`src/rvIsaPkg.sv`:
```
package rvIsaPkg;

    // Instruction word length of the base ISA
    localparam int instrWidth = 32;

    // Major opcode field, instruction bits 6 to 0
    typedef logic [6:0] opcode_t;

    // Upper immediate formats
    localparam opcode_t opLui    = 7'b0110111;
    localparam opcode_t opAuipc  = 7'b0010111;

    // Jumps
    localparam opcode_t opJal    = 7'b1101111;
    localparam opcode_t opJalr   = 7'b1100111;

    // Conditional branches, all six compare kinds
    localparam opcode_t opBranch = 7'b1100011;

    // Memory access, width chosen by funct3
    localparam opcode_t opLoad   = 7'b0000011;
    localparam opcode_t opStore  = 7'b0100011;

    // Integer ALU operations
    localparam opcode_t opImm    = 7'b0010011;
    localparam opcode_t opReg    = 7'b0110011;

    // Minor opcode fields
    typedef logic [2:0] funct3_t;
    typedef logic [6:0] funct7_t;

    // Plain ALU operation
    localparam funct7_t f7Base   = 7'b0000000;

    // SUB, SRA and SRAI
    localparam funct7_t f7Alt    = 7'b0100000;

    // Multiply and divide of the M extension
    localparam funct7_t f7MulDiv = 7'b0000001;

    // Register file index, x0 to x31
    typedef logic [4:0] regAddr_t;

endpackage

```
`src/ctrlPkg.sv`:
```
package ctrlPkg;

    // Instruction class handed from main control to ALU control
    typedef logic [2:0] aluOp_t;

    // Address computation for loads and stores
    localparam aluOp_t aluOpMem    = 3'b000;
    localparam aluOp_t aluOpBranch = 3'b001;
    // Full funct3 and funct7 decode needed
    localparam aluOp_t aluOpArith  = 3'b010;
    localparam aluOp_t aluOpJal    = 3'b011;
    localparam aluOp_t aluOpLui    = 3'b100;
    localparam aluOp_t aluOpAuipc  = 3'b101;
    localparam aluOp_t aluOpJalr   = 3'b111;

    // Exact operation the execute stage performs
    typedef logic [4:0] aluCtrl_t;

    // Logic and add/sub
    localparam aluCtrl_t aluAnd    = 5'b00000;
    localparam aluCtrl_t aluOr     = 5'b00001;
    localparam aluCtrl_t aluAdd    = 5'b00010;
    localparam aluCtrl_t aluXor    = 5'b00011;
    localparam aluCtrl_t aluSub    = 5'b00100;

    // Shifts and compares, code 00101 unused
    localparam aluCtrl_t aluSll    = 5'b00110;
    localparam aluCtrl_t aluSrl    = 5'b00111;
    localparam aluCtrl_t aluSra    = 5'b01000;
    localparam aluCtrl_t aluSlt    = 5'b01001;
    localparam aluCtrl_t aluSltu   = 5'b01010;

    // M extension
    localparam aluCtrl_t aluMul    = 5'b01011;
    localparam aluCtrl_t aluMulh   = 5'b01100;
    localparam aluCtrl_t aluMulhsu = 5'b01101;
    localparam aluCtrl_t aluMulhu  = 5'b01110;
    localparam aluCtrl_t aluDiv    = 5'b01111;
    localparam aluCtrl_t aluDivu   = 5'b10000;
    localparam aluCtrl_t aluRem    = 5'b10001;
    localparam aluCtrl_t aluRemu   = 5'b10010;

endpackage

```
`src/immGen.sv`:
```
`timescale 1ns/1ps

module immGen #(
    parameter int xlen = 32
) (
    input  rvIsaPkg::opcode_t                  opcode,
    input  logic [rvIsaPkg::instrWidth-1:0]    instruction,
    output logic [xlen-1:0]                    imm
);

    // Immediate assembled at instruction width, sign bit is always bit 31
    logic signed [rvIsaPkg::instrWidth-1:0] immRaw;

    always_comb
    begin
        immRaw = '0;
        case (opcode)
            // I format
            rvIsaPkg::opJalr,
            rvIsaPkg::opLoad,
            rvIsaPkg::opImm:
                immRaw = {{20{instruction[31]}}, instruction[31:20]};

            // S format, offset split around rd position
            rvIsaPkg::opStore:
                immRaw = {{20{instruction[31]}}, instruction[31:25], instruction[11:7]};

            // B format, halfword aligned offset
            rvIsaPkg::opBranch:
            begin
                immRaw = {{19{instruction[31]}}, instruction[31], instruction[7],
                          instruction[30:25], instruction[11:8], 1'b0};
            end

            // U format
            rvIsaPkg::opLui,
            rvIsaPkg::opAuipc:
                immRaw = {instruction[31:12], 12'b0};

            // J format, bits scrambled as in the ISA
            rvIsaPkg::opJal:
            begin
                immRaw = {{11{instruction[31]}}, instruction[31], instruction[19:12],
                          instruction[20], instruction[30:21], 1'b0};
            end

            // Register ops carry no immediate
            default:
                immRaw = '0;
        endcase
    end

    // Signed cast fills any wider register width with copies of bit 31
    assign imm = xlen'(immRaw);

endmodule

```
`src/mainControl.sv`:
```
`timescale 1ns/1ps

module mainControl (
    input  rvIsaPkg::opcode_t opcode,
    output logic              memWrite,
    output logic              memRead,
    output logic              regWrite,
    output logic              aluSrc,
    output logic              branch,
    output logic              memToReg,
    output ctrlPkg::aluOp_t   aluOp
);

    always_comb
    begin
        // NOP unless a known opcode matches
        memWrite = 1'b0;
        memRead  = 1'b0;
        regWrite = 1'b0;
        aluSrc   = 1'b0;
        branch   = 1'b0;
        memToReg = 1'b0;
        aluOp    = ctrlPkg::aluOpMem;

        case (opcode)
            // rd gets the upper immediate
            rvIsaPkg::opLui:
            begin
                regWrite = 1'b1;
                aluSrc   = 1'b1;
                aluOp    = ctrlPkg::aluOpLui;
            end

            // rd gets pc plus upper immediate
            rvIsaPkg::opAuipc:
            begin
                regWrite = 1'b1;
                aluSrc   = 1'b1;
                aluOp    = ctrlPkg::aluOpAuipc;
            end

            // Link write is handled downstream via memToReg path
            rvIsaPkg::opJal:
            begin
                aluSrc   = 1'b1;
                branch   = 1'b1;
                memToReg = 1'b1;
                aluOp    = ctrlPkg::aluOpJal;
            end

            rvIsaPkg::opJalr:
            begin
                aluSrc   = 1'b1;
                branch   = 1'b1;
                memToReg = 1'b1;
                aluOp    = ctrlPkg::aluOpJalr;
            end

            // Compare of two registers, target from immediate
            rvIsaPkg::opBranch:
            begin
                branch = 1'b1;
                aluOp  = ctrlPkg::aluOpBranch;
            end

            // Address is rs1 plus offset, data back from memory
            rvIsaPkg::opLoad:
            begin
                regWrite = 1'b1;
                memRead  = 1'b1;
                aluSrc   = 1'b1;
                memToReg = 1'b1;
                aluOp    = ctrlPkg::aluOpMem;
            end

            rvIsaPkg::opStore:
            begin
                memWrite = 1'b1;
                aluSrc   = 1'b1;
                aluOp    = ctrlPkg::aluOpMem;
            end

            // Second operand from immediate
            rvIsaPkg::opImm:
            begin
                regWrite = 1'b1;
                aluSrc   = 1'b1;
                aluOp    = ctrlPkg::aluOpArith;
            end

            // Second operand from rs2
            rvIsaPkg::opReg:
            begin
                regWrite = 1'b1;
                aluOp    = ctrlPkg::aluOpArith;
            end

            default:
            begin
                // Unknown or dropped opcodes stay a NOP
                aluOp = ctrlPkg::aluOpMem;
            end
        endcase
    end

endmodule

```
`src/aluControl.sv`:
```
`timescale 1ns/1ps

module aluControl (
    input  ctrlPkg::aluOp_t    aluOp,
    input  logic               aluSrc,
    input  rvIsaPkg::funct3_t  funct3,
    input  rvIsaPkg::funct7_t  funct7,
    output ctrlPkg::aluCtrl_t  aluCtrl
);

    // Register form of an arith op, the only form where funct7 is a real field
    logic regOp;
    // M extension only exists in register form
    logic mulDivOp;
    // SUB and SRA marker
    logic altOp;

    assign regOp    = ~aluSrc;
    assign mulDivOp = regOp && (funct7 == rvIsaPkg::f7MulDiv);
    assign altOp    = (funct7 == rvIsaPkg::f7Alt);

    always_comb
    begin
        // Address and link computations are plain adds
        aluCtrl = ctrlPkg::aluAdd;

        case (aluOp)
            // Branch compare done as subtraction
            ctrlPkg::aluOpBranch:
                aluCtrl = ctrlPkg::aluSub;

            ctrlPkg::aluOpArith:
            begin
                if (mulDivOp)
                begin
                    // Multiply and divide selected by funct3 alone
                    case (funct3)
                        3'b000:  aluCtrl = ctrlPkg::aluMul;
                        3'b001:  aluCtrl = ctrlPkg::aluMulh;
                        3'b010:  aluCtrl = ctrlPkg::aluMulhsu;
                        3'b011:  aluCtrl = ctrlPkg::aluMulhu;
                        3'b100:  aluCtrl = ctrlPkg::aluDiv;
                        3'b101:  aluCtrl = ctrlPkg::aluDivu;
                        3'b110:  aluCtrl = ctrlPkg::aluRem;
                        default: aluCtrl = ctrlPkg::aluRemu;
                    endcase
                end
                else
                begin
                    case (funct3)
                        // ADDI has no SUBI, so the alt bit counts only for registers
                        3'b000:
                        begin
                            if (regOp && altOp)
                                aluCtrl = ctrlPkg::aluSub;
                            else
                                aluCtrl = ctrlPkg::aluAdd;
                        end
                        3'b001:  aluCtrl = ctrlPkg::aluSll;
                        3'b010:  aluCtrl = ctrlPkg::aluSlt;
                        3'b011:  aluCtrl = ctrlPkg::aluSltu;
                        3'b100:  aluCtrl = ctrlPkg::aluXor;
                        // SRAI keeps funct7 in the upper immediate bits
                        3'b101:
                        begin
                            if (altOp)
                                aluCtrl = ctrlPkg::aluSra;
                            else
                                aluCtrl = ctrlPkg::aluSrl;
                        end
                        3'b110:  aluCtrl = ctrlPkg::aluOr;
                        default: aluCtrl = ctrlPkg::aluAnd;
                    endcase
                end
            end

            // Mem, jumps, LUI and AUIPC
            default:
                aluCtrl = ctrlPkg::aluAdd;
        endcase
    end

endmodule

```
`src/decodeStage.sv`:
```
`timescale 1ns/1ps

module decodeStage #(
    parameter int xlen = 32
) (
    input  logic                              clk,
    input  logic                              rst,

    // Fetch side and register bank read data
    input  logic [rvIsaPkg::instrWidth-1:0]   nextInstruction,
    input  logic [xlen-1:0]                   regValue1,
    input  logic [xlen-1:0]                   regValue2,

    // Register addresses
    output rvIsaPkg::regAddr_t                rs1,
    output rvIsaPkg::regAddr_t                rs2,
    output rvIsaPkg::regAddr_t                regDest,

    // Operands for execute
    output logic [xlen-1:0]                   imm,
    output logic [xlen-1:0]                   value1,
    output logic [xlen-1:0]                   value2,

    // Main controls
    output logic                              memWrite,
    output logic                              memRead,
    output logic                              regWrite,
    output logic                              aluSrc,
    output logic                              branch,
    output logic                              memToReg,
    output ctrlPkg::aluOp_t                   aluOp,
    output ctrlPkg::aluCtrl_t                 aluCtrl
);

    // Held instruction word
    logic [rvIsaPkg::instrWidth-1:0] instrReg;

    // Fields sliced from the held word
    rvIsaPkg::opcode_t opcode;
    rvIsaPkg::funct3_t funct3;
    rvIsaPkg::funct7_t funct7;

    // Pipeline register, one instruction per clock, no stall
    always_ff @(posedge clk or posedge rst)
    begin
        if (rst)
        begin
            // Opcode zero decodes as NOP
            instrReg <= '0;
            value1   <= '0;
            value2   <= '0;
        end
        else
        begin
            instrReg <= nextInstruction;
            value1   <= regValue1;
            value2   <= regValue2;
        end
    end

    // Field positions are shared by all formats
    assign opcode  = instrReg[6:0];
    assign regDest = instrReg[11:7];
    assign funct3  = instrReg[14:12];
    assign rs1     = instrReg[19:15];
    assign rs2     = instrReg[24:20];
    assign funct7  = instrReg[31:25];

    // Sign-extended immediate
    immGen #(
        .xlen        (xlen)
    ) i_immGen (
        .opcode      (opcode),
        .instruction (instrReg),
        .imm         (imm)
    );

    // Opcode to control tuple
    mainControl i_mainControl (
        .opcode   (opcode),
        .memWrite (memWrite),
        .memRead  (memRead),
        .regWrite (regWrite),
        .aluSrc   (aluSrc),
        .branch   (branch),
        .memToReg (memToReg),
        .aluOp    (aluOp)
    );

    // Class plus funct fields to exact operation
    aluControl i_aluControl (
        .aluOp   (aluOp),
        .aluSrc  (aluSrc),
        .funct3  (funct3),
        .funct7  (funct7),
        .aluCtrl (aluCtrl)
    );

endmodule

```
`config.mk`:
```
export PLATFORM = sky130hd
export DESIGN_NAME = decodeStage
export DESIGN_NICKNAME = d
export VERILOG_FILES = /design/src/rvIsaPkg.sv /design/src/ctrlPkg.sv /design/src/immGen.sv /design/src/mainControl.sv /design/src/aluControl.sv /design/src/decodeStage.sv
export SDC_FILE = /design/constraint.sdc
export NUM_CORES = 1
export LEC_CHECK = 0
export ABC_CLOCK_PERIOD_IN_PS = 3600
export BUFFER_PORTS_ARGS = -buffer_cell sky130_fd_sc_hd__buf_2
export CAP_MARGIN = 30
export CORE_ASPECT_RATIO = 1.5
export CORE_MARGIN = 2
export CORE_UTILIZATION = 37
export CTS_CLUSTER_DIAMETER = 60
export CTS_CLUSTER_SIZE = 25
export DETAILED_ROUTE_END_ITERATION = 8
export PLACE_DENSITY_LB_ADDON = 0.15
export SLEW_MARGIN = 20
export SYNTH_ARGS = -nofsm -noshare
export SYNTH_HDL_FRONTEND = slang
export SYNTH_SLANG_ARGS = --single-unit
```
`constraint.sdc`:
```
create_clock -name clk -period 3.6 [get_ports clk]
set_input_delay 1.08 -clock clk [delete_from_list [all_inputs] [get_ports clk]]
set_output_delay 1.08 -clock clk [all_outputs]
set_load 0.02 [all_outputs]
```
# Word level (Yosys, flattened, before mapping)
# Cells that the tools add are included.
# op_classes
n_reduce_logical,10
eq_ne,19
mux,14
bitwise,1
# ops
cell,count
one-hot mux 32 bit (5 select lines),1
one-hot mux 5 bit (7 select lines),2
== test 7 x 6 -> 1 bit (second input constant),4
== test 7 bit (second input constant),3
one-hot mux 3 bit (6 select lines),1
== test 7 x 5 -> 1 bit (second input constant),2
one-hot mux 5 bit (2 select lines),1
== test 3 x 2 -> 1 bit (second input constant),3
== test 3 bit (second input constant),3
OR reduction 3 bit,3
== test 7 x 1 -> 1 bit (second input constant),1
== test 7 x 2 -> 1 bit (second input constant),1
OR reduction 7 bit,1
== test 3 x 1 -> 1 bit (second input constant),2
2-to-1 mux 1 bit,6
2-to-1 mux 5 bit,1
OR reduction 5 bit,1
2-to-1 mux 4 bit,1
OR reduction 2 bit,2
logical NOT 3 bit,1
2-to-1 mux 3 bit,1
logical AND 1 bit,2
inverter 1 bit,1
# word_totals
in_bits,98
elab_cells,47
ff_bits,96

# Longest topological paths before layout
# depth
depth_word,9
depth_mapped,7
depth_no_buf,5

# Cells and area by module
# A second synthesis with hierarchy kept.
# hier_totals
cells_unflattened,259
hier_area_um2,3535.9
# by_module_without_submodules
module,area_each_um2,cells_each,n_inst,seq_area_each_um2
decodeStage,2518.7,112,1,2402.3
immGen,581.8,73,1,0.0
aluControl,277.8,45,1,0.0
mainControl,157.7,29,1,0.0

# Worst setup path before layout
# Ideal clock, no wire load.
# synth_timing
path_kind,flip-flop to output port
start,register instrReg[27] (netlist name)
end,output port aluCtrl[1]
stages_incl_launch_ff,6
arrival_time_ns,1.899
slack_ns,0.621
path_buffers,0
required_time_ns,2.520
cell_sequence,dfrtp_1 -> or3_1 -> nor3_1 -> o311ai_2 -> nor4b_1 -> o31ai_1
# synth_via
elab_chain_len,6
elab_cells_between_ends,9
classes_between,eq/ne: 2; mux: 5; reduce/logical: 2
# synth_rtl
element,line_no,rtl
from (decl),decodeStage.sv:36,logic [rvIsaPkg::instrWidth-1:0] instrReg;
from (signal assigned),decodeStage.sv:55,instrReg <= nextInstruction;
== test 7 x 6 -> 1 bit,aluControl.sv:20,assign altOp = (funct7 == rvIsaPkg::f7Alt);
logical AND 1 bit,aluControl.sv:54,if (regOp && altOp)
2-to-1 mux 3 bit,aluControl.sv:54,
one-hot mux 5 bit (7 select lines),aluControl.sv:50,case (funct3)
2-to-1 mux 5 bit *,aluControl.sv:34,if (mulDivOp)
one-hot mux 5 bit (2 select lines) *,aluControl.sv:27,case (aluOp)
to (decl),decodeStage.sv:32,output ctrlPkg::aluCtrl_t aluCtrl
# Mark *: on every way between the ends. The rest lies on a longest branch, timed or not.

# Worst setup path in the final report
# Ends and elaborated chain as after synthesis.

==> metrics.md <==
| Metric | Value |
|---|---|
| Most used routing layer | `met2` |
| Yosys cell types | `40` |
| CTS tree | `done` |
| Ant. Diodes | `0` |
| Post-route ant nets | `0` |
| # Post-CTS Setup Buffers | `0` |
| CP Max Fanout | `8` |
| Final wirelength | `a little over 9000 um` |
| Layout Nets | `558` |
| DR WL/cell | `16.3 um` |
| Yosys reg bits | `96` |
| Fmax | `293 MHz` |
| Cells after Synth | `245` |
| CP Data Required Time | `about 2.5 ns` |
| Design area | `about 4800 um2` |
| Main synth FF type | `dfrtp_1` |
| Slew Limit Headroom | `0.520` |
| Initial antenna violation count | `1` |
| Buffers on Ports | `between 200 and 250` |
| Cells after DPL | `about 560` |
| Pins Over Slew Limit | `0` |
| Leak pwr | `approximately 2.7 nW` |
| Total CTS buffers | `9` |
| Placed inst area | `4480 um2` |
| WP data arrival | `roughly 2.3 ns` |
| Starting density of the core | `0.379` |
| Seq. cell area | `about 2400 um2` |
| Post-synth EDFFs | `0` |
| Largest net degree at the start of global routing | `97` |
| Mean post-synth cell area | `13.6 um2` |
| Grt met2 use | `0.354` |
| Critical path class | `reg2out` |
| Layout area overhead | `45.3%` |
| Root Driver | `clkbuf_16` |
| Total power draw | `2.45 mW` |
| Global-route wire length before repair | `roughly 14000 um` |
| FILL cells | `around 800` |
| Clk buf depth | `2` |
| Placeable Area | `around 8800 um2` |
| # clock sinks | `96` |
| Layout cells sized above 1 | `0.554` |
| Reg clk slew, reported paths | `approximately 0.06 ns` |
| DRC Markers | `0` |
| Share of flip-flops with an asynchronous set or reset | `1.00` |
| Die width | `81.4 um` |
| Post-Layout Cell Count | `574` |
| Setup TNS | `0 ns` |
| Crit. End Element | `output pin` |
| GPL Wtd Cong | `around 0.87` |
| Tmin final | `roughly 3.4 ns` |
| Hold Buf Count CTS | `0` |
| Global Route Usage Sum | `0.200` |
| Number of global-route vias before repair | `roughly 2.9k` |
| M1 GR Usage | `0.202` |
| Hold Crit Class | `in2async` |
| I/O Pins | `between 200 and 250` |
| Mapped Area | `about 3300 um2` |
| Multi-input combinational cell area | `roughly 750 um2` |
| Std cell rows | `between 40 and 50` |
| Final hold violation count | `0` |
| DPL Wire Length | `between 7000 and 8000 um` |
| Die height | `approximately 120 um` |
| Worst slew pin tran | `about 0.72 ns` |
| Startpoint Class | `flip-flop` |
| Vias per Instance | `roughly 4.7` |
| H-tree depth | `3` |
| Syn Nets | `approximately 340` |
| Final period util | `0.949` |
| Status | `finished clean` |
| GR Layer Usage met3 | `0.0624` |
| Power density cells | `roughly 500 nW/um2` |
| Synth Warn # | `0` |
| Max_cap viols | `0` |
| Initial drt markers | `approximately 130` |
| Core Util, Final | `0.551` |
| Die ar. | `between 9000 and 10000 um2` |
| Peak supply drop | `approximately 0.42 mV` |
| Sequential share of the synthesized area | `0.722` |
| Unrepaired setup endpoints after global routing | `no` |
| First-pass detailed-route iteration total | `4` |
| Final setup vio count | `0` |
| Total grt overflow | `0` |
| Vias post-DR | `between 2k and 3k` |
state kept, by name, summed over array words and instances, names as in the netlist:
register / count
instrReg: 32
value1: 32
value2: 32
layout by cell type (no fill, tap or decap), types with 2 or more instances in the layout:
cell	instances
buf_2	222
dfrtp_1	93
a21o_1	21
nor2_1	14
nand2_1	12
inv_1	9
clkbuf_16	9
a21oi_1	7
and2_1	6
nor3_1	6
buf_4	6
nor4_1	5
o21ai_0	5
a22o_1	4
nand3_1	4
dfrtp_2	3
nor2_2	2
o31ai_1	2
xnor2_1	2
a211oi_1	2
bufinv_16	2
cells in the mapped netlist, types with 2 or more instances:
master / n / area [um2]
nor2_1: 15 / 56.3
a22o_1: 4 / 35.0
o31ai_1: 2 / 15.0
nor3_1: 6 / 30.0
nand3_1: 4 / 20.0
inv_1: 10 / 37.5
a21o_1: 21 / 158
a211oi_1: 2 / 15.0
a311oi_1: 2 / 17.5
xnor2_1: 2 / 17.5
nor4_1: 5 / 31.3
and2_1: 6 / 37.5
dfrtp_1: 96 / 2400
clkbuf_1: 7 / 26.3
nand2_1: 12 / 45.0
a21oi_1: 7 / 35.0
o21ai_0: 5 / 25.0
buf_4: 17 / 128
cell type report:
class / instances / share of cell area
Clock buffer: 10 / 0.0494
Clock inverter: 5 / 0.0184
Inverter: 10 / 0.00828
Multi-Input combinational cell: 114 / 0.155
Sequential cell: 96 / 0.498
Tap cell: 110 / 0.0285
Timing Repair Buffer: 229 / 0.243
what timing repair did:
action / in CTS / in global routing
endpoints found under the setup margin: 0 / 3
endpoints found under the hold margin: 0 / 0
resized for setup: 0 / 6
kinds of logic after synthesis:
family                 share of synthesized area
flip-flops                                 0.722
AND/OR/NAND/NOR                           0.0955
AO/OA/AOI/OAI                              0.115
buffers and inverters                     0.0590
XOR/XNOR                                 0.00527
multiplexers                             0.00338
through the flow:
step	hold slack, ns	worst slack, ns
finish	0.845	0.184
global route	0.834	0.0319
CTS	0.833	0.0908
detailed placement	1.19	0.460
global placement	1.19	0.424
floorplan	1.11	0.0146
worst paths after layout:
check	slack, ns	startpoint	endpoint	depth (start not counted)
setup / recovery	0.18	instrReg[27]	aluCtrl[1]	6
hold / removal	0.85	rst	value1[1]	3
max in group asynchronous	2.34	rst	instrReg[6]	3
min in group clk	0.85	nextInstruction[15]	instrReg[15]	1
where the power goes:
group | switching (mW) | leakage [nW] | total, mW | internal, mW
Clock | 0.399 | 0.161 | 1.03 | 0.632
Combinational | 0.159 | 1.44 | 0.255 | 0.0959
Sequential | 0.0315 | 1.12 | 1.16 | 1.13
Total | 0.589 | 2.71 | 2.45 | 1.86
critical path, cell delays in order, from the launching register on:
cell and delay (ns):
dfrtp_1 0.39, or3_1 0.45, nor3_1 0.31, o311ai_4 0.22, nor4b_1 0.20, o31ai_1 0.22, buf_2 0.20
per-layer routing:
layer	share of wire	wire (um)
met5	0	0
met4	0.025	229
met3	0.085	792
met2	0.56	5270
met1	0.33	3050
(Power assumes the default switching activity.)
